==> src/logic/eye_locator_pkg.sv <==
package eye_locator_pkg;

  // pixel coordinate widths
  localparam int X_W = 11;
  localparam int Y_W = 10;

  // valid pixels per line, x runs 1..LINE_LEN
  localparam int LINE_LEN   = 800;
  localparam int LINE_PTR_W = $clog2(LINE_LEN);

  // window geometry
  localparam int WIN_ROWS  = 24;
  localparam int WIN_COLS  = 19;
  localparam int COL_CNT_W = $clog2(WIN_ROWS + 1);
  localparam int SUM_W     = 9;

  // search thresholds and limits
  localparam int BLOCK_MIN   = 400;
  localparam int EYE_MAX     = 50;
  localparam int TOP_ROWS    = 10;
  localparam int BLOCK_X_MAX = 800;
  localparam int EYE_X_MAX   = 700;

  // coordinate register defaults
  localparam int BLOCK_X_RST = 400;
  localparam int BLOCK_Y_RST = 240;
  localparam int EYE_X_RST   = 20;
  localparam int EYE_Y_RST   = 24;

  typedef struct packed {
    logic           dval;
    logic           wb;
    logic [X_W-1:0] x;
    logic [Y_W-1:0] y;
  } pix_t;

  typedef struct packed {
    logic [X_W-1:0] x;
    logic [Y_W-1:0] y;
  } coord_t;

  // bit 0 is the current line, bit WIN_ROWS-1 the oldest
  typedef struct packed {
    logic [WIN_ROWS-1:0] bits;
    pix_t                pix;
  } col_t;

  typedef struct packed {
    logic [WIN_COLS-1:0][WIN_ROWS-1:0] bits;
    logic                              valid;
    coord_t                            pos;
  } win_t;

  typedef struct packed {
    logic             valid;
    logic [SUM_W-1:0] count;
    coord_t           pos;
  } sum_t;

  typedef enum logic [1:0] {
    SEARCH_IDLE,
    SEARCH_BLOCK,
    SEARCH_EYE
  } search_state_e;

endpackage
==> src/logic/window_popcount.sv <==
`timescale 1ns/100ps

module window_popcount
  import eye_locator_pkg::*;
(
  input  logic iCLK,
  input  logic iRST_N,
  input  win_t win,
  output sum_t sum
);

  logic [WIN_COLS-1:0][COL_CNT_W-1:0] col_cnt_d;
  logic [WIN_COLS-1:0][COL_CNT_W-1:0] col_cnt_q;
  logic [SUM_W-1:0]                   total_d;
  logic [SUM_W-1:0]                   total_q;
  logic                               vld1_q;
  logic                               vld2_q;
  coord_t                             pos1_q;
  coord_t                             pos2_q;

  // stage one, white pixels per column
  always_comb
  begin
    col_cnt_d = '0;
    for (int c = 0; c < WIN_COLS; c++)
    begin
      for (int r = 0; r < WIN_ROWS; r++)
      begin
        col_cnt_d[c] = col_cnt_d[c] + COL_CNT_W'(win.bits[c][r]);
      end
    end
  end

  // stage two, add the column counts
  always_comb
  begin
    total_d = '0;
    for (int c = 0; c < WIN_COLS; c++)
    begin
      total_d = total_d + SUM_W'(col_cnt_q[c]);
    end
  end

  always_ff @(posedge iCLK or negedge iRST_N)
  begin
    if (!iRST_N)
    begin
      vld1_q <= 1'b0;
      vld2_q <= 1'b0;
    end
    else
    begin
      vld1_q <= win.valid;
      vld2_q <= vld1_q;
    end
  end

  always_ff @(posedge iCLK)
  begin
    col_cnt_q <= col_cnt_d;
    pos1_q    <= win.pos;
    total_q   <= total_d;
    pos2_q    <= pos1_q;
  end

  assign sum = '{
    valid: vld2_q,
    count: total_q,
    pos:   pos2_q
  };

endmodule

==> config.mk <==
export PLATFORM = sky130hd
export DESIGN_NAME = window_popcount
export DESIGN_NICKNAME = d
export VERILOG_FILES = /design/src/logic/eye_locator_pkg.sv /design/src/logic/window_popcount.sv
export SDC_FILE = /design/constraint.sdc
export NUM_CORES = 1
export LEC_CHECK = 0
export BUFFER_PORTS_ARGS = -buffer_cell sky130_fd_sc_hd__buf_2
export CAP_MARGIN = 20
export CELL_PAD_IN_SITES_DETAIL_PLACEMENT = 2
export CELL_PAD_IN_SITES_GLOBAL_PLACEMENT = 2
export CORE_MARGIN = 4
export CORE_UTILIZATION = 24
export DETAILED_ROUTE_END_ITERATION = 10
export PLACE_DENSITY = 0.6
export SYNTH_ARGS = -nofsm -noshare
export SYNTH_HDL_FRONTEND = slang
export SYNTH_SLANG_ARGS = --single-unit
export TNS_END_PERCENT = 100
==> constraint.sdc <==
create_clock -name iCLK -period 9.1 [get_ports iCLK]
set_input_delay 1.365 -clock iCLK [delete_from_list [all_inputs] [get_ports iCLK]]
set_output_delay 1.365 -clock iCLK [all_outputs]
set_load 0.02 [all_outputs]
==> results.sh <==
export IMPL_r2r_start="col_cnt_q[2]$_DFF_P_"
export IMPL_drc=0
export IMPL_timing_rr_end="total_q[8]$_DFF_P_"
export IMPL_die_y_um=268
export IMPL_synth_top_area_share=0.499
export IMPL_dieWidth_um=268
export IMPL_period_share=0.603
export IMPL_hp_class="reg -> reg"
export IMPL_rr_worst_depth=15
export IMPL_drt_iter0_drc=119
export IMPL_drive_gt1_frac=0.268
export IMPL_setup_violations=0
export IMPL_period_minus_slack_ns=5.49
export IMPL_min_to="sum[17]$_DFF_P_"
export IMPL_crit_arrival_ns=5.83
export IMPL_overflow=0
export IMPL_fin_setup_tns_ns=0
export IMPL_holdCritStartpoint="pos1_q[17]$_DFF_P_"
export IMPL_post_cts_resized=0
export IMPL_synth_async_sr_flop_share=0.0135
export IMPL_post_cts_buffers=0
export IMPL_dpl_cell_count=2865
export IMPL_yosys_area_share_simple=0.0175
export IMPL_tightest_slew_ns=0.381
export IMPL_finalHoldViolCount=0
export IMPL_nets=3029
export IMPL_status="complete, no violations"
export IMPL_synth_xor_area_frac=0.0221
export IMPL_dp_hpwl_um=42800
export IMPL_rsz0062_at_grt="no"
export IMPL_synthMuxAreaShare=0
export IMPL_synthFlopType="dfxtp_1"
export IMPL_synth_largest_area_cell="fa_1"
export IMPL_cts_tree="done"
export IMPL_fmax_mhz=182
export IMPL_cts_buffer_depth=2
export IMPL_synthAdderAreaFrac=0.602
export IMPL_final_max_slew_violation_count=0
export IMPL_min_path_cells=0
export IMPL_critPathMaxStageDelay_ns=0.58
export IMPL_grt_pass1_vias=13800
export IMPL_ctsHoldBuffers=0
export IMPL_yosysSeqAreaShare=0.183
export IMPL_via_per_inst=3.78
export IMPL_slowest_stage="fa_1"
export IMPL_syn_nets=2501
export IMPL_finalNonFillerCells=2905
export IMPL_ant_nets=0
export IMPL_synth_top_family_by_area="adder cells"
export IMPL_avgSynthCellArea_um2=10.9
export IMPL_clk_pin_slew_ns=0.07
export IMPL_htree_levels=4
export IMPL_gp_congestion=0.809
export IMPL_syn_inst=1483
export IMPL_synth_edf_count=0
export IMPL_max_cap_viol_count=0
export IMPL_ys_types=25
export IMPL_grt_pass1_wl_um=71100
export IMPL_wl_um=44700
export IMPL_cp_start_kind="flop"
export IMPL_cts_root_buf="clkbuf_16"
export IMPL_worstPathRequired_ns=9.44
export IMPL_syn_to_final_growth_pct=26.4
export IMPL_ys_warnings_count=0
export IMPL_criticalPathCategory="reg -> reg"
export IMPL_ios=511
export IMPL_antenna_found_initial=7
export IMPL_coreArea_um2=67000
export IMPL_cp_common_cell="fa_1"
export IMPL_clock_sink_count=148
export IMPL_dieArea_um2=71800
export IMPL_synth_compound_area_frac=0.0267
export IMPL_reg2reg_slack_ns=3.61
export IMPL_skew_ns=0.0138
export IMPL_synth_cell_area_um2=16200
export IMPL_num_rows=95
export IMPL_worstSkewPairLatency_ns=0.48
export IMPL_synth_area_leaders="fa_1 50%, dfxtp_1 18%, inv_1 15%"
export IMPL_ys_top_cells_by_count="639 x inv_1, 404 x fa_1, 146 x dfxtp_1, 134 x ha_1, 40 x xnor2_1"
export IMPL_slew_headroom=0.742
export IMPL_numPortBuffers=510
export IMPL_first_pass_iters=4
export IMPL_start_util=0.242
export IMPL_cp_cell_sequence="inv_1 > fa_1 > inv_1 > fa_1 > fa_1 > fa_1 > fa_1 > inv_1 > fa_1 > inv_1 > ha_1 > fa_1 > a211oi_1 > nor4b_1 > a2111oi_1"
export IMPL_grt_usage=0.129
export IMPL_ys_seq_elements=148
export IMPL_critPathMaxFanout=3
export IMPL_endpoint_kind="flop"
export IMPL_via_count=11000
export IMPL_grt_max_degree=17
export IMPL_numCtsBuffers=17
export IMPL_yosysMostFrequentCell="inv_1"
export IMPL_wire_per_inst_um=15.4
[stage by stage]
step / utilization / cell area, um2 / hold slack, ns / worst slack (ns)
after floorplan: - / 16200 / 0.310 / 4.14
after global placement: 0.296 / 19900 / 0.310 / 3.80
after detailed placement: 0.296 / 19900 / 0.314 / 3.69
after CTS: 0.305 / 20500 / 0.330 / 3.64
after global routing: 0.306 / 20500 / 0.334 / 3.47
final: 0.306 / 20500 / 0.328 / 3.61
[logic make-up (layout without fill, tap and decap cells)]
logic type	count (synthesis)	in the layout
buf+inv	640	1181
fa+ha+maj	538	538
flops	148	148
compound gates	71	71
simple gates	45	45
xor+xnor	41	41
other cells	0	8
[per-layer routing]
layer  global-route usage  vias up  wire [um]
li1                     -     5119          -
met1                0.144     5607      16600
met2                0.245      224      25100
met3               0.0344       40       2350
met4               0.0329        4        623
met5                    0        -         34
[worst max-delay path, delay by kind of cell (launching register included)]
family,cells,cell delay (ns)
AND/OR/NAND/NOR,1,0.13
AO/OA/AOI/OAI,2,0.75
buffers and inverters,4,0.22
adder cells (fa/ha/maj),8,3.93
flip-flops,1,0.32
[area by class of cell]
class / instances / area (um2)
fill: 7512 / 46500
multi-input combinational: 695 / 10800
tap: 873 / 1090
clock buffer: 18 / 439
clock inverter: 14 / 184
antenna: 8 / 20.0
timing repair buffer: 510 / 2550
sequential: 148 / 2970
inverter: 639 / 2400
[worst max-delay path by stage]
stage	from	end	slack (ns)	cells after the start
finish	col_cnt_q[2]$_DFF_P_	total_q[8]$_DFF_P_	3.61	15
CTS	col_cnt_q[2]$_DFF_P_	total_q[8]$_DFF_P_	3.64	15
detailed placement	col_cnt_q[2]$_DFF_P_	total_q[8]$_DFF_P_	3.69	15
global placement	col_cnt_q[2]$_DFF_P_	total_q[8]$_DFF_P_	3.80	15
global route	col_cnt_q[2]$_DFF_P_	total_q[8]$_DFF_P_	3.47	15
floorplan	col_cnt_q[2]$_DFF_P_	total_q[8]$_DFF_P_	4.14	15
[flip-flops by register name, summed over array words and instances (netlist names)]
signal	cells
col_cnt_q	95
pos1_q	21
sum	21
total_q	9
vld1_q	1
vld2_q	1
[placed cells by master (no fill, tap or decap), types with 2 or more instances in the layout]
master / count
nor2b_1: 19
a21o_1: 20
dfxtp_1: 146
dfrtp_1: 2
o21ai_0: 21
xnor2_1: 40
inv_1: 639
clkbuf_16: 17
buf_2: 510
nor2_1: 3
nand2b_1: 19
a211oi_1: 2
fa_1: 404
a21oi_1: 22
bufinv_16: 2
inv_6: 4
diode_2: 8
inv_8: 5
ha_1: 134
Power is left out: the tool's default activity adds up to more than one toggle a clock period on the data nets, which glitch-free logic cannot reach.
