[src/logic/eye_locator_pkg.sv]
package eye_locator_pkg;

  // pixel coordinate widths
  localparam int X_W = 11;
  localparam int Y_W = 10;

  // valid pixels per line, x runs 1..LINE_LEN
  localparam int LINE_LEN   = 800;
  localparam int LINE_PTR_W = $clog2(LINE_LEN);

  // window geometry
  localparam int WIN_ROWS  = 24;
  localparam int WIN_COLS  = 19;
  localparam int COL_CNT_W = $clog2(WIN_ROWS + 1);
  localparam int SUM_W     = 9;

  // search thresholds and limits
  localparam int BLOCK_MIN   = 400;
  localparam int EYE_MAX     = 50;
  localparam int TOP_ROWS    = 10;
  localparam int BLOCK_X_MAX = 800;
  localparam int EYE_X_MAX   = 700;

  // coordinate register defaults
  localparam int BLOCK_X_RST = 400;
  localparam int BLOCK_Y_RST = 240;
  localparam int EYE_X_RST   = 20;
  localparam int EYE_Y_RST   = 24;

  typedef struct packed {
    logic           dval;
    logic           wb;
    logic [X_W-1:0] x;
    logic [Y_W-1:0] y;
  } pix_t;

  typedef struct packed {
    logic [X_W-1:0] x;
    logic [Y_W-1:0] y;
  } coord_t;

  // bit 0 is the current line, bit WIN_ROWS-1 the oldest
  typedef struct packed {
    logic [WIN_ROWS-1:0] bits;
    pix_t                pix;
  } col_t;

  typedef struct packed {
    logic [WIN_COLS-1:0][WIN_ROWS-1:0] bits;
    logic                              valid;
    coord_t                            pos;
  } win_t;

  typedef struct packed {
    logic             valid;
    logic [SUM_W-1:0] count;
    coord_t           pos;
  } sum_t;

  typedef enum logic [1:0] {
    SEARCH_IDLE,
    SEARCH_BLOCK,
    SEARCH_EYE
  } search_state_e;

endpackage
[src/logic/feature_search_fsm.sv]
`timescale 1ns/100ps

module feature_search_fsm
  import eye_locator_pkg::*;
(
  input  logic   iCLK,
  input  logic   iRST_N,
  input  sum_t   sum,
  output logic   load,
  output coord_t block_pos,
  output coord_t eye_pos
);

  search_state_e state_q;
  search_state_e state_d;
  // set once a block is taken, cleared at the frame top
  logic          arm_q;
  logic          arm_d;
  logic          load_d;
  logic          eye_we;
  logic          top_row;
  logic          block_hit;
  logic          eye_hit;
  coord_t        block_pos_q;
  coord_t        eye_pos_q;

  assign top_row = sum.pos.y < Y_W'(TOP_ROWS);

  assign block_hit = sum.valid
                  && (sum.pos.x >= X_W'(1))
                  && (sum.pos.x <= X_W'(BLOCK_X_MAX))
                  && (sum.count > SUM_W'(BLOCK_MIN));

  assign eye_hit = sum.valid
                && !top_row
                && (sum.pos.x >= X_W'(1))
                && (sum.pos.x <= X_W'(EYE_X_MAX))
                && (sum.count < SUM_W'(EYE_MAX));

  always_comb
  begin
    state_d = state_q;
    arm_d   = arm_q;
    load_d  = 1'b0;
    eye_we  = 1'b0;
    case (state_q)
      SEARCH_IDLE:
      begin
        state_d = SEARCH_BLOCK;
      end
      SEARCH_BLOCK:
      begin
        if (top_row)
        begin
          arm_d = 1'b0;
        end
        else if (block_hit && !arm_q)
        begin
          load_d  = 1'b1;
          arm_d   = 1'b1;
          state_d = SEARCH_EYE;
        end
      end
      SEARCH_EYE:
      begin
        // no timeout, the eye search may span frames
        if (eye_hit)
        begin
          eye_we  = 1'b1;
          state_d = SEARCH_BLOCK;
        end
      end
      default:
      begin
        state_d = SEARCH_IDLE;
      end
    endcase
  end

  always_ff @(posedge iCLK or negedge iRST_N)
  begin
    if (!iRST_N)
    begin
      state_q <= SEARCH_IDLE;
      arm_q   <= 1'b0;
      load    <= 1'b0;
    end
    else
    begin
      state_q <= state_d;
      arm_q   <= arm_d;
      load    <= load_d;
    end
  end

  // defaults are loaded from idle
  always_ff @(posedge iCLK)
  begin
    if (state_q == SEARCH_IDLE)
    begin
      block_pos_q <= '{x: X_W'(BLOCK_X_RST), y: Y_W'(BLOCK_Y_RST)};
      eye_pos_q   <= '{x: X_W'(EYE_X_RST), y: Y_W'(EYE_Y_RST)};
    end
    else
    begin
      if (load_d)
      begin
        block_pos_q <= sum.pos;
      end
      if (eye_we)
      begin
        eye_pos_q <= sum.pos;
      end
    end
  end

  assign block_pos = block_pos_q;
  assign eye_pos   = eye_pos_q;

endmodule

[config.mk]
export PLATFORM = sky130hd
export DESIGN_NAME = feature_search_fsm
export DESIGN_NICKNAME = d
export VERILOG_FILES = /design/src/logic/eye_locator_pkg.sv /design/src/logic/feature_search_fsm.sv
export SDC_FILE = /design/constraint.sdc
export NUM_CORES = 1
export LEC_CHECK = 0
export BUFFER_PORTS_ARGS = -buffer_cell sky130_fd_sc_hd__clkbuf_2
export CAP_MARGIN = 40
export CORE_MARGIN = 2
export CORE_UTILIZATION = 35
export CTS_CLUSTER_DIAMETER = 50
export DETAILED_ROUTE_END_ITERATION = 10
export PLACE_DENSITY = 0.67
export SLEW_MARGIN = 15
export SYNTH_ARGS = -nofsm -noshare
export SYNTH_HDL_FRONTEND = slang
export SYNTH_SLANG_ARGS = --single-unit
[constraint.sdc]
create_clock -name iCLK -period 2.1 [get_ports iCLK]
set_input_delay 0.315 -clock iCLK [delete_from_list [all_inputs] [get_ports iCLK]]
set_output_delay 0.315 -clock iCLK [all_outputs]
set_load 0.005 [all_outputs]
==> impl_metrics.json <==
{
  "outcome": "finished, final reports clean",
  "antenna_found_initial": 0,
  "grt_usage_pct": 17.4,
  "async_reset_ff_share_pct": 8.70,
  "finalWorstSetupSlack_ns": 0.223,
  "start_kind": "input port",
  "post-synth-top-area-fraction_pct": 50.6,
  "drive_gt1_share_pct": 45.5,
  "rsz0062_at_grt": "false",
  "io_pins": 76,
  "critPathSlowestCell": "or4_4",
  "setup_tns_ns": 0,
  "rows": 25,
  "gp_congestion": 0.860,
  "fmaxAchievable_mhz": 533,
  "holdCritPathClass": "in2reg",
  "worst_pin_slew_ns": 0.408,
  "report.final.slew_viol_count": 0,
  "synthDistinctLibCells": 36,
  "insertion_delay_ns": 0.29,
  "syn_area_sq_um": 1660,
  "crit_start": "sum[16]",
  "wl_per_cell_um": 14.9,
  "syn_inst": 148,
  "synth_edf_count": 0,
  "path_cells": "clkbuf_2, o311ai_0, a21oi_1, or4_4, or3_4, inv_2, a32o_1",
  "synth_commonest_cells": "42 x dfxtp_1, 15 x a22o_1, 11 x a32o_1, 9 x inv_1",
  "first_iter_violations": 103,
  "cts_tree": "done",
  "die_area_sq_um": 5320,
  "crit_buf_inv": 2,
  "synth_top_cell_by_area": "dfxtp_1",
  "post-route-cell-area_sq_um": 2320,
  "power_density_nw_per_um2": 819,
  "route.detailed.drc": 0,
  "die_w_um": 72.9,
  "period_needed_ns": 1.88,
  "relSlewSlack_pct": 72.5,
  "wl_mm": 4.40,
  "reg2reg_from": "arm_q$_DFFE_PN0P_",
  "total_power_uw": 1900,
  "place_hpwl_mm": 3.40,
  "fin_skew_ns": 0.00761,
  "overflow": 0,
  "grt_max_degree": 23,
  "synth-seq-area-share_pct": 56.6,
  "ant_nets": 0,
  "clockBufferDepth": 2,
  "avgSynthCellArea_sq_um": 11.2,
  "postPlaceCellArea_sq_um": 2220,
  "fin_util_pct": 49.7,
  "synth_nets": 181,
  "setup_viol": 0,
  "grt_pass1_vias": 1470,
  "synth.area.top_cells": "dfxtp_1 51%, a22o_1 7.9%, a32o_1 6.6%",
  "hold_start": "sum[0]",
  "cp_num_cells": 7,
  "worst_setup_path_end_kind": "flop",
  "maxCapViolations": 0,
  "nNetsFinal": 274,
  "synthFlopType": "dfxtp_1",
  "fp.coreArea_sq_um": 4660,
  "cts_setup_buffers": 0,
  "h-tree-depth": 2,
  "port_buffers": 75,
  "yosysMostFrequentCell": "dfxtp_1",
  "worstPathArrival_ns": 2.11,
  "routed.top_layer": "met4",
  "route.met3.wl_um": 190,
  "grt_pass1_wl_mm": 7.11,
  "ys_warn_count": 0,
  "cts_resized": 0,
  "ff2ff_setup_slack_ns": 0.34,
  "syn_to_final_growth_pct": 39.4,
  "via_count": 1558,
  "n_antenna_cell": 0,
  "leakage_uw": 0.00109,
  "drt_first_pass_iters": 4,
  "cts_sinks": 46,
  "cts_buffers": 5,
  "cp_top_family": "simple AND/OR/NAND/NOR gates",
  "vdd_drop_max_mv": 0.322,
  "viasPerCell": 5.26,
  "reg2reg_to": "block_pos[10]$_SDFFE_PP0P_",
  "reg2regPathDepth": 4,
  "cp.required_ns": 2.34,
  "initial_core_util_pct": 35.7,
  "cts_root_buf": "clkbuf_8",
  "dp_slack_ns": -0.0810,
  "clk_pin_slew_worst_paths_ns": 0.08,
  "met2_length_mm": 1.95,
  "final-hold-violation-count": 0,
  "crit_end": "block_pos[10]$_SDFFE_PP0P_",
  "post-route-period-util_pct": 89.4,
  "path_class": "in2reg",
  "path_max_fanout": 12,
  "wl_met1_mm": 2.17,
  "ys_seq_elements": 46,
  "slowest_delay_ns": 0.52,
  "fp.dieH_um": 72.9
}
## cell usage in the layout, fill, tap and decap left out, types with 2 or more instances in the layout
master    count
a22o_1       15
a22oi_1       4
a32o_1       11
buf_4        17
clkbuf_2     75
clkbuf_8      5
dfrtp_1       4
dfxtp_1      42
inv_1         9
nand2_1       7
nand3_1       4
nor2_1        2
nor3_1        4
nor4_2        2
o21ai_0       6
o22ai_1       2
o311ai_0      2
o32a_1        7
or3_4         2
## stage by stage
stage,instances,hold slack [ns]
2_1_floorplan,148,0.0194
5_1_grt,296,0.246
3_3_place_gp,287,0.126
4_1_cts,296,0.244
3_5_place_dp,287,0.130
6_report,296,0.249
## repair_timing
item | CTS | global route
hold buffers | 1 | 0
endpoints found under the hold margin | 4 | 0
setup endpoints to repair | 0 | 0
## sequential cells by signal (all words and copies together), names as in the netlist
signal     count
block_pos     21
eye_pos       21
state_q        2
arm_q          1
load           1
## final cells by class
cell class	instances	area [sq um]
clock buffer	6	72.6
clock inverter	2	13.8
fill	455	2340
inverter	10	37.5
multi-input combinational	84	652
sequential	46	941
tap	54	67.6
timing repair buffer	94	533
## worst min path at each step
stage	cells after the start	endpoint	slack (ns)
floorplan	0	arm_q$_DFFE_PN0P_	0.02
global placement	1	state_q[0]$_DFFE_PN0P_	0.13
detailed placement	1	state_q[0]$_DFFE_PN0P_	0.13
CTS	2	block_pos[0]$_SDFFE_PP0P_	0.24
global route	2	block_pos[0]$_SDFFE_PP0P_	0.25
finish	2	block_pos[0]$_SDFFE_PP0P_	0.25
## layer usage
layer	vias to the layer above	track usage (%)
met5	-	0
met4	0	7.20
met3	8	3.18
met2	48	26.0
met1	737	24.8
li1	765	-
## logic make-up (layout without fill, tap and decap cells)
| kind of cell | after synthesis | after routing | share of synthesized area (%) |
|---|---|---|---|
| AOI/OAI and AO/OA | 54 | 54 | 27.5 |
| buffers and inverters | 18 | 112 | 5.04 |
| DFF | 46 | 46 | 56.6 |
| and+or+nand+nor | 30 | 30 | 10.9 |
## power by group
part	leakage [uW]	total, uW	switching, uW	internal [uW]
logic	0.000651	335	142	193
clock network	0.0000452	517	282	235
registers	0.000390	1050	64.7	981
Note: power is estimated with default switching activity, not from simulation.
