==> src/logic/eye_locator_pkg.sv <==
package eye_locator_pkg;

  // pixel coordinate widths
  localparam int X_W = 11;
  localparam int Y_W = 10;

  // valid pixels per line, x runs 1..LINE_LEN
  localparam int LINE_LEN   = 800;
  localparam int LINE_PTR_W = $clog2(LINE_LEN);

  // window geometry
  localparam int WIN_ROWS  = 24;
  localparam int WIN_COLS  = 19;
  localparam int COL_CNT_W = $clog2(WIN_ROWS + 1);
  localparam int SUM_W     = 9;

  // search thresholds and limits
  localparam int BLOCK_MIN   = 400;
  localparam int EYE_MAX     = 50;
  localparam int TOP_ROWS    = 10;
  localparam int BLOCK_X_MAX = 800;
  localparam int EYE_X_MAX   = 700;

  // coordinate register defaults
  localparam int BLOCK_X_RST = 400;
  localparam int BLOCK_Y_RST = 240;
  localparam int EYE_X_RST   = 20;
  localparam int EYE_Y_RST   = 24;

  typedef struct packed {
    logic           dval;
    logic           wb;
    logic [X_W-1:0] x;
    logic [Y_W-1:0] y;
  } pix_t;

  typedef struct packed {
    logic [X_W-1:0] x;
    logic [Y_W-1:0] y;
  } coord_t;

  // bit 0 is the current line, bit WIN_ROWS-1 the oldest
  typedef struct packed {
    logic [WIN_ROWS-1:0] bits;
    pix_t                pix;
  } col_t;

  typedef struct packed {
    logic [WIN_COLS-1:0][WIN_ROWS-1:0] bits;
    logic                              valid;
    coord_t                            pos;
  } win_t;

  typedef struct packed {
    logic             valid;
    logic [SUM_W-1:0] count;
    coord_t           pos;
  } sum_t;

  typedef enum logic [1:0] {
    SEARCH_IDLE,
    SEARCH_BLOCK,
    SEARCH_EYE
  } search_state_e;

endpackage
==> src/logic/bin_window.sv <==
`timescale 1ns/100ps

module bin_window
  import eye_locator_pkg::*;
(
  input  logic iCLK,
  input  logic iRST_N,
  input  col_t col,
  output win_t win
);

  // column 0 is the newest
  logic [WIN_COLS-1:0][WIN_ROWS-1:0] win_bits_q;
  logic                              win_vld_q;
  coord_t                            pos_q;

  always_ff @(posedge iCLK or negedge iRST_N)
  begin
    if (!iRST_N)
    begin
      win_bits_q <= '0;
      win_vld_q  <= 1'b0;
    end
    else
    begin
      win_vld_q <= col.pix.dval;
      // idle cycles hold the window
      if (col.pix.dval)
      begin
        win_bits_q <= {win_bits_q[WIN_COLS-2:0], col.bits};
      end
    end
  end

  always_ff @(posedge iCLK)
  begin
    if (col.pix.dval)
    begin
      pos_q <= '{x: col.pix.x, y: col.pix.y};
    end
  end

  assign win = '{
    bits:  win_bits_q,
    valid: win_vld_q,
    pos:   pos_q
  };

endmodule

==> config.mk <==
export PLATFORM = sky130hd
export DESIGN_NAME = bin_window
export DESIGN_NICKNAME = d
export VERILOG_FILES = /design/src/logic/eye_locator_pkg.sv /design/src/logic/bin_window.sv
export SDC_FILE = /design/constraint.sdc
export NUM_CORES = 1
export LEC_CHECK = 0
export BUFFER_PORTS_ARGS = -buffer_cell sky130_fd_sc_hd__clkbuf_2
export CORE_AREA = 2 2 204 206
export DETAILED_ROUTE_END_ITERATION = 10
export DIE_AREA = 0 0 206 208
export PLACE_DENSITY = 0.81
export SLEW_MARGIN = 0
export SYNTH_ARGS = -nofsm -noshare
export SYNTH_HDL_FRONTEND = slang
export SYNTH_SLANG_ARGS = --single-unit
==> constraint.sdc <==
create_clock -name iCLK -period 0.8 [get_ports iCLK]
set_input_delay 0.04 -clock iCLK [delete_from_list [all_inputs] [get_ports iCLK]]
set_output_delay 0.04 -clock iCLK [all_outputs]
set_load 0.02 [all_outputs]
==> qor.txt, run 1 <==
Max Root-Sink Buffers = 3
Final period util = 171%
GPL Wtd Cong = 0.817
CP Capture Type = output pin
Setup TNS = -273,560 ps
Register area share after synthesis = 67.5%
Chip width = 206 um
Placed inst area = 21,900 um^2
Clk pin slew, worst setup/hold paths = 80 ps
Final setup violation count = 924
Mapped Cells = 986
Flip-flop and latch area = 12,100 um^2
Worst-Margin Slew = 511 ps
Fmax = 732 MHz
Top Layer Used = met5
CTS tree = done
Net Count, Synth = 1,035
Final Skew = 26.4 ps
DRC viols = 0
Met2 Wirelength = 38,400 um
IO buf count = 525
Metal-1 WL = 26,400 um
Post-Syn Area = 17,900 um^2
Root buf cell = clkbuf_16
Layout cells sized above 1 = 75.4%
Std cell rows = 74
Syn. warnings = 0
Largest net degree at the start of global routing = 50
Final core utilization = 76.5%
Number of synthesized register bits = 478
Area growth syn-to-layout = 73.4%
Final net count = 2,170
Ports = 527
Hold buffers post-CTS = 48
Htree depth = 2
Worst path arrival time = 1330 ps
Total wire length = 78,000 um
Dpl cells = 2,114
Hold crit path type = input pin to register
Final non-filler cell area = 31,000 um^2
Placeable Area = 40,600 um^2
Initial drt markers = 1,187
Worst EP required = 760 ps
Met3 wire len = 6450 um
Hold WS = -2.54 ps
Hold Vio Cnt, Final = 1
Via count = 14,700
CP Max Fanout = 3
Hpwl dp = 31,500 um
Grt ovf = 0
Initial Util = 44.1%
Skew-Pair Late Insertion Delay = 580 ps
First-pass GRT wire length = 94,900 um
Vias in the first global route = 14,600
Most common cell after layout, fill and taps aside = buf_4
Pins Over Slew Limit = 0
Netlist cell types = 8
Die ar. = 42,800 um^2
Max Cap Viol = 0
Status = finished with violations
Fin worst setup slack = -567 ps
P per Cell Area = 4370 nW/um^2
Initial antenna violation count = 5
Maximum vdd drop = 2.57 mV
Fillers = 1,965
Leakage = 15.0 nW
RSZ-0062 raised after global routing = yes
Die Y = 208 um
WS Path Type = register to output pin
Failing checks = hold timing, setup timing
Number of vias per cell = 5.46
Clock sinks = 478
Average wire per standard cell = 29.0 um
Slew margin rel. = 65.8%
Routed Antenna Nets = 0
Commonest non-fill, non-tap cells in the layout = 485 x buf_4, 434 x dfrtp_1, 398 x mux2_2
Layout Cells excl Fill = 2,690
Tot GR Track Use = 29.5%
Post-layout min period = 1370 ps
CTS buffer count = 48
Setup crit start kind = register
Area of the multi-input gates = 5310 um^2
Average size of a mapped cell = 18.1 um^2
Number of iterations in the first detailed-routing pass = 5
[metal layers]
metal | GRT usage [%] | vias to the layer above
met5 | 0 | -
met4 | 16.4 | 6
met3 | 8.16 | 429
met2 | 50.5 | 1007
met1 | 33.0 | 7454
li1 | - | 5785
[metrics by stage]
step | worst slack, ps | total power [mW]
3_5_place_dp | -277 | 78.2
6_report | -567 | 135
3_3_place_gp | -241 | 76.7
4_1_cts | -612 | 117
5_1_grt | -591 | 139
2_1_floorplan | -64.4 | 61.0
[timing repair]
action,CTS,global route
setup endpoints to repair,602,897
buffers inserted,257,184
hold endpoints to repair,531,26
gates resized for setup,604,624
[area by class of cell]
class	count	area share, %
Sequential cell	478	39.0
Clock inverter	11	0.339
Timing Repair Buffer	1137	36.8
Tap cell	532	2.15
Clock buffer	75	4.55
Antenna cell	1	0.00807
Multi-Input combinational cell	456	17.1
[flip-flops by register name, indices dropped and copies added, names as in the netlist]
name,cells
win,477
win_vld_q,1
[worst max-delay path, cell delays in order (launching register included)]
cell     delay [ps]
dfrtp_1         450
buf_6           160
buf_8           120
[cells in the mapped netlist]
cell      instances  share of area, %
edfxtp_1         21               3.5
mux2_1           12              0.76
mux2_2          414                26
buf_4             2             0.084
buf_2             1             0.028
mux2_4           30               2.5
buf_6            49               3.1
dfrtp_1         457                64
[power by group]
part	leakage (nW)	total, mW	switching, mW	internal, mW
combinational	8.55	68.7	30.2	38.5
clock	0.743	23.0	10.5	12.5
sequential	5.66	43.8	9.95	33.8
total	15.0	135	50.6	84.8
[logic make-up (layout without fill, tap and decap cells)]
group | Yosys count | after routing | synth area share, %
buffers and inverters | 52 | 1223 | 3.20
flip-flops | 478 | 478 | 67.5
multiplexers | 456 | 456 | 29.3
other | 0 | 1 | 0
[final timing paths]
path	cells after the start	slack [ps]	startpoint	endpoint
max reg2reg	4	-450	win[138]	win[162]
min	3	-3	col[22]	win[178]
max	2	-570	win[73]	win[73]
min reg2reg	1	500	win[475]	win[475]
min in group asynchronous	3	60	iRST_N	win[180]
max in group asynchronous	4	200	iRST_N	win[436]
Power figures use the tool's default switching activity.
==> run 2: changes to the inputs <==
Settings changed: MAX_ROUTING_LAYER from default to met4.
==> qor.txt, run 2 (synthesis gave the netlist of run 1 again) <==
Worst reg2reg path endpoint = win[233]
Final period util = 172%
Status = finished with violations
Grt ovf = 0
Chip width = 206 um
Commonest non-fill, non-tap cells in the layout = 484 x buf_4, 434 x dfrtp_1, 398 x mux2_2
Hpwl dp = 31,500 um
Dpl cells = 2,114
Routed Antenna Nets = 0
WS Path Type = register to output pin
Maximum vdd drop = 3.03 mV
Max Root-Sink Buffers = 3
Initial antenna violation count = 2
Reg-to-reg slack, setup = -410 ps
Final net count = 2,170
Number of vias per cell = 5.42
Hold path depth = 3
Average wire per standard cell = 28.6 um
Vias in the first global route = 14,600
Final setup violation count = 921
Worst path arrival time = 1330 ps
Hold WS = -9.55 ps
Fin worst setup slack = -575 ps
First-pass GRT wire length = 94,800 um
Pint = 84.8 mW
Tot GR Track Use = 30.4%
Largest net degree at the start of global routing = 50
Hold buffers post-CTS = 48
Hold crit path type = input pin to register
Clock share of power = 16.9%
Initial drt markers = 1,088
CP Max Fanout = 2
Final core utilization = 76.5%
R2R depth = 4
Max Cap Viol = 0
Power share of the combinational group = 50.7%
Fmax = 727 MHz
Reg power frac = 32.4%
IO buf count = 525
Place WS = -277 ps
CTS tree = done
Number of iterations in the first detailed-routing pass = 5
Slew margin rel. = 67.9%
Die Y = 208 um
Placeable Area = 40,600 um^2
Ports = 527
Via count = 14,600
Leakage = 15.0 nW
Hold Startpoint = col[22]
Clk pin slew, worst setup/hold paths = 80 ps
Htree depth = 2
RSZ-0062 raised after global routing = yes
Worst-Margin Slew = 480 ps
Hold Vio Cnt, Final = 3
Die ar. = 42,800 um^2
CP Capture Type = output pin
NetSw = 50.3 mW
Post-layout min period = 1370 ps
Failing checks = hold timing, setup timing
FF-to-FF Start = win[209]
Std cell rows = 74
P per Cell Area = 4360 nW/um^2
DRC viols = 0
Setup crit start kind = register
Initial Util = 44.1%
GPL Wtd Cong = 0.829
Area growth syn-to-layout = 73.4%
Clock sinks = 478
Layout cells sized above 1 = 75.4%
Slowest cell on crit path = dfrtp_1
CTS buffer count = 48
Root buf cell = clkbuf_16
Setup TNS = -271,250 ps
Hold endpoint = win[178]
Worst EP required = 760 ps
Final Skew = 28.0 ps
Skew-Pair Late Insertion Delay = 590 ps
Layout Cells excl Fill = 2,691
Switching Fraction = 37.2%
CP max stage delay = 460 ps
Pins Over Slew Limit = 0
Max FFs per register = 477
Crit path cell chain = buf_6, buf_8
Most common cell after layout, fill and taps aside = buf_4
Total wire length = 76,900 um
==> run 2: changes by cell type in the layout (fill, tap and decap cells not counted) <==
cell      previous run  this run
buf_8              127       128
diode_2              1         2
buf_2                0         1
clkbuf_8           160       159
buf_4              485       484
==> run 2: worst max-delay path by stage <==
stage	start	endpoint	slack (ps)	cells past startpoint
final	win[104]	win[104]	-570	2
after global routing	win[250]	win[250]	-600	2
after CTS	win[250]	win[250]	-610	2
after detailed placement	col[22]	win[119]	-280	4
after global placement	col[22]	win[42]	-240	4
after floorplan	col[22]	win[116]	-60	4
==> run 2: per-stage QoR <==
stage          total power, mW  cell area [um^2]
2_1_floorplan             61.0             18000
3_3_place_gp              76.7             21900
3_5_place_dp              78.2             21900
4_1_cts                    117             28400
5_1_grt                    139             31000
6_report                   135             31000
==> run 2: layout make-up <==
cell class | count | area, um^2
clock inverter | 11 | 105
antenna | 2 | 5.00
clock buffer | 75 | 1410
multi-input combinational | 456 | 5310
sequential | 478 | 12100
fill | 1950 | 9540
timing repair buffer | 1137 | 11400
tap | 532 | 666
==> run 2: layer usage <==
layer	share of wire (%)	up-vias	GRT usage (%)	routed length, um
met5	0	-	-	0
met2	50	1010	50.7	38400
met3	8.1	376	8.11	6250
met4	7.8	0	16.0	6020
met1	34	7432	33.0	26200
li1	-	5776	-	-
==> run 2: what timing repair did <==
action / CTS / global route
hold endpoints to repair: 531 / 26
buffers inserted: 257 / 184
setup endpoints to repair: 602 / 897
resized for setup: 604 / 624
==> run 2: power groups by stage <==
stage	Combinational [mW]	Clock (mW)	Sequential, mW
floorplan	9.55	0	51.5
global placement	35.2	0	41.5
detailed placement	35.9	0	42.3
CTS	53.7	22.0	41.2
global route	70.4	23.9	44.4
finish	68.5	22.8	43.8
==> run 2: worst max-delay path: cells and delay by family, from the launching register on <==
family | cells | cell delay [ps]
buffers and inverters | 2 | 280
DFF | 1 | 460
==> run 3: changes to the inputs <==
Settings changed: CORE_AREA 2 2 204 206 to default, CORE_ASPECT_RATIO from default to 0.7, CORE_MARGIN from default to 2, CORE_UTILIZATION from default to 47, DIE_AREA 0 0 206 208 to default, PLACE_DENSITY 0.81 to 0.86.
==> qor.txt, run 3 (synthesis gave the netlist of run 1 again) <==
Crit path buffers/inverters = 4
Hold WS = -7.35 ps
P per Cell Area = 4440 nW/um^2
IO buf count = 525
Delay-heaviest family, CP = buffers and inverters
CTS buffer count = 44
Final period util = 168%
Failing checks = hold timing, setup timing
Placeable Area = 37,400 um^2
Reg-to-reg slack, setup = -290 ps
Clock sinks = 478
Max FFs per register = 477
Routed Antenna Nets = 0
CTS tree = done
Critical Path Stages = 5
Post-layout min period = 1340 ps
Initial drt markers = 1,095
Initial antenna violation count = 0
Layout cells sized above 1 = 73.5%
Most common cell after layout, fill and taps aside = dfrtp_1
Final net count = 1,954
Hold Vio Cnt, Final = 1
Via count = 13,400
Clock share of power = 17.4%
Worst reg2reg path endpoint = win[344]
R2R depth = 3
Skew-Pair Late Insertion Delay = 560 ps
Slowest cell on crit path = dlygate4sd3_1
Worst-Margin Slew = 516 ps
Power share of the combinational group = 48.3%
Fillers = 1,755
Number of iterations in the first detailed-routing pass = 5
FF-to-FF Start = win[320]
Slew margin rel. = 65.5%
Number of vias per cell = 5.54
Hold path depth = 3
Diode count = 0
Max Root-Sink Buffers = 3
Commonest non-fill, non-tap cells in the layout = 421 x dfrtp_1, 333 x mux2_2, 264 x clkbuf_8
Switching Fraction = 38.1%
CP dominant cell by count = buf_12
Chip width = 237 um
Largest net degree at the start of global routing = 61
Die ar. = 39,700 um^2
Tot GR Track Use = 33.0%
First-pass GRT wire length = 95,800 um
Vias in the first global route = 14,700
RSZ-0062 raised after global routing = yes
Reg power frac = 34.2%
Hold crit path type = input pin to register
Clk pin slew, worst setup/hold paths = 70 ps
Pint = 79.5 mW
Htree depth = 2
Crit path cell chain = buf_8, dlygate4sd3_1, buf_12, buf_12, mux2_2
CP Capture Type = register
WS Path Type = input pin to register
Std cell rows = 59
Leakage = 14.0 nW
Ports = 527
Worst EP required = 1220 ps
Average wire per standard cell = 29.3 um
Area growth syn-to-layout = 61.8%
NetSw = 49.0 mW
Hold Startpoint = col[22]
Pins Over Slew Limit = 0
Initial Util = 47.9%
Hpwl dp = 31,300 um
Setup crit start kind = input pin
Grt ovf = 0
GPL Wtd Cong = 0.825
Total wire length = 71,000 um
Die Y = 167 um
DRC viols = 0
CP Max Fanout = 28
Root buf cell = clkbuf_16
Final setup violation count = 928
Hold endpoint = win[387]
Fin worst setup slack = -544 ps
Worst path arrival time = 1760 ps
Status = finished with violations
CP max stage delay = 690 ps
Final Skew = 20.7 ps
Max Cap Viol = 0
Fmax = 744 MHz
Maximum vdd drop = 4.06 mV
Setup TNS = -287,490 ps
run 3: how the worst max path moves through the flow:
stage               endpoint  slack (ps)  startpoint
floorplan           win[116]         -60     col[22]
global placement     win[71]        -270     col[22]
detailed placement  win[153]        -300     col[22]
CTS                 win[302]        -550    win[302]
global route        win[339]        -540    win[339]
finish              win[182]        -540     col[22]
run 3: what timing repair did:
item / CTS / global route
hold endpoints to repair: 535 / 13
buffers inserted: 256 / 49
gates resized for setup: 581 / 319
endpoints found under the setup margin: 601 / 959
pin swaps: 0 / 0
hold buffers: 48 / 1
run 3: routing by layer:
metal  part of all wire [%]  GRT usage, %  up-vias
li1                       -             -     5319
met1                     35          35.4     6992
met2                     51          56.8      817
met3                    8.0          8.56      311
met4                    6.4          16.8        0
met5                      0             -        -
run 3: area by class of cell:
| class | count | area, um^2 | share of cell area, % |
|---|---|---|---|
| timing repair buffer | 925 | 9200 | 31.8 |
| clock buffer | 68 | 1300 | 4.50 |
| multi-input combinational | 456 | 5560 | 19.2 |
| tap | 488 | 611 | 2.11 |
| clock inverter | 11 | 148 | 0.510 |
| sequential | 478 | 12100 | 41.9 |
run 3: stage by stage:
step	std cells	power [mW]	util [%]	worst slack [ps]	area, um^2
after detailed placement	2034	77.6	57.7	-304	21500
final	2426	128	77.5	-544	28900
after global routing	2426	132	77.5	-538	28900
after CTS	2417	118	74.8	-548	28000
after global placement	2034	76.1	57.7	-266	21500
after floorplan	986	61.0	-	-64.4	18000
run 3: tightest hold or removal path: cells and delay by family:
| family | cells | cell delay, ps |
|---|---|---|
| buffers and inverters | 2 | 300 |
| multiplexers | 1 | 170 |
run 3: power groups by stage:
stage / logic [mW] / registers (mW) / clock network [mW]
detailed placement: 35.5 / 42.1 / 0
global route: 63.5 / 44.6 / 23.5
finish: 62.1 / 44.0 / 22.4
global placement: 34.7 / 41.4 / 0
floorplan: 9.55 / 51.5 / 0
CTS: 54.9 / 41.1 / 21.6
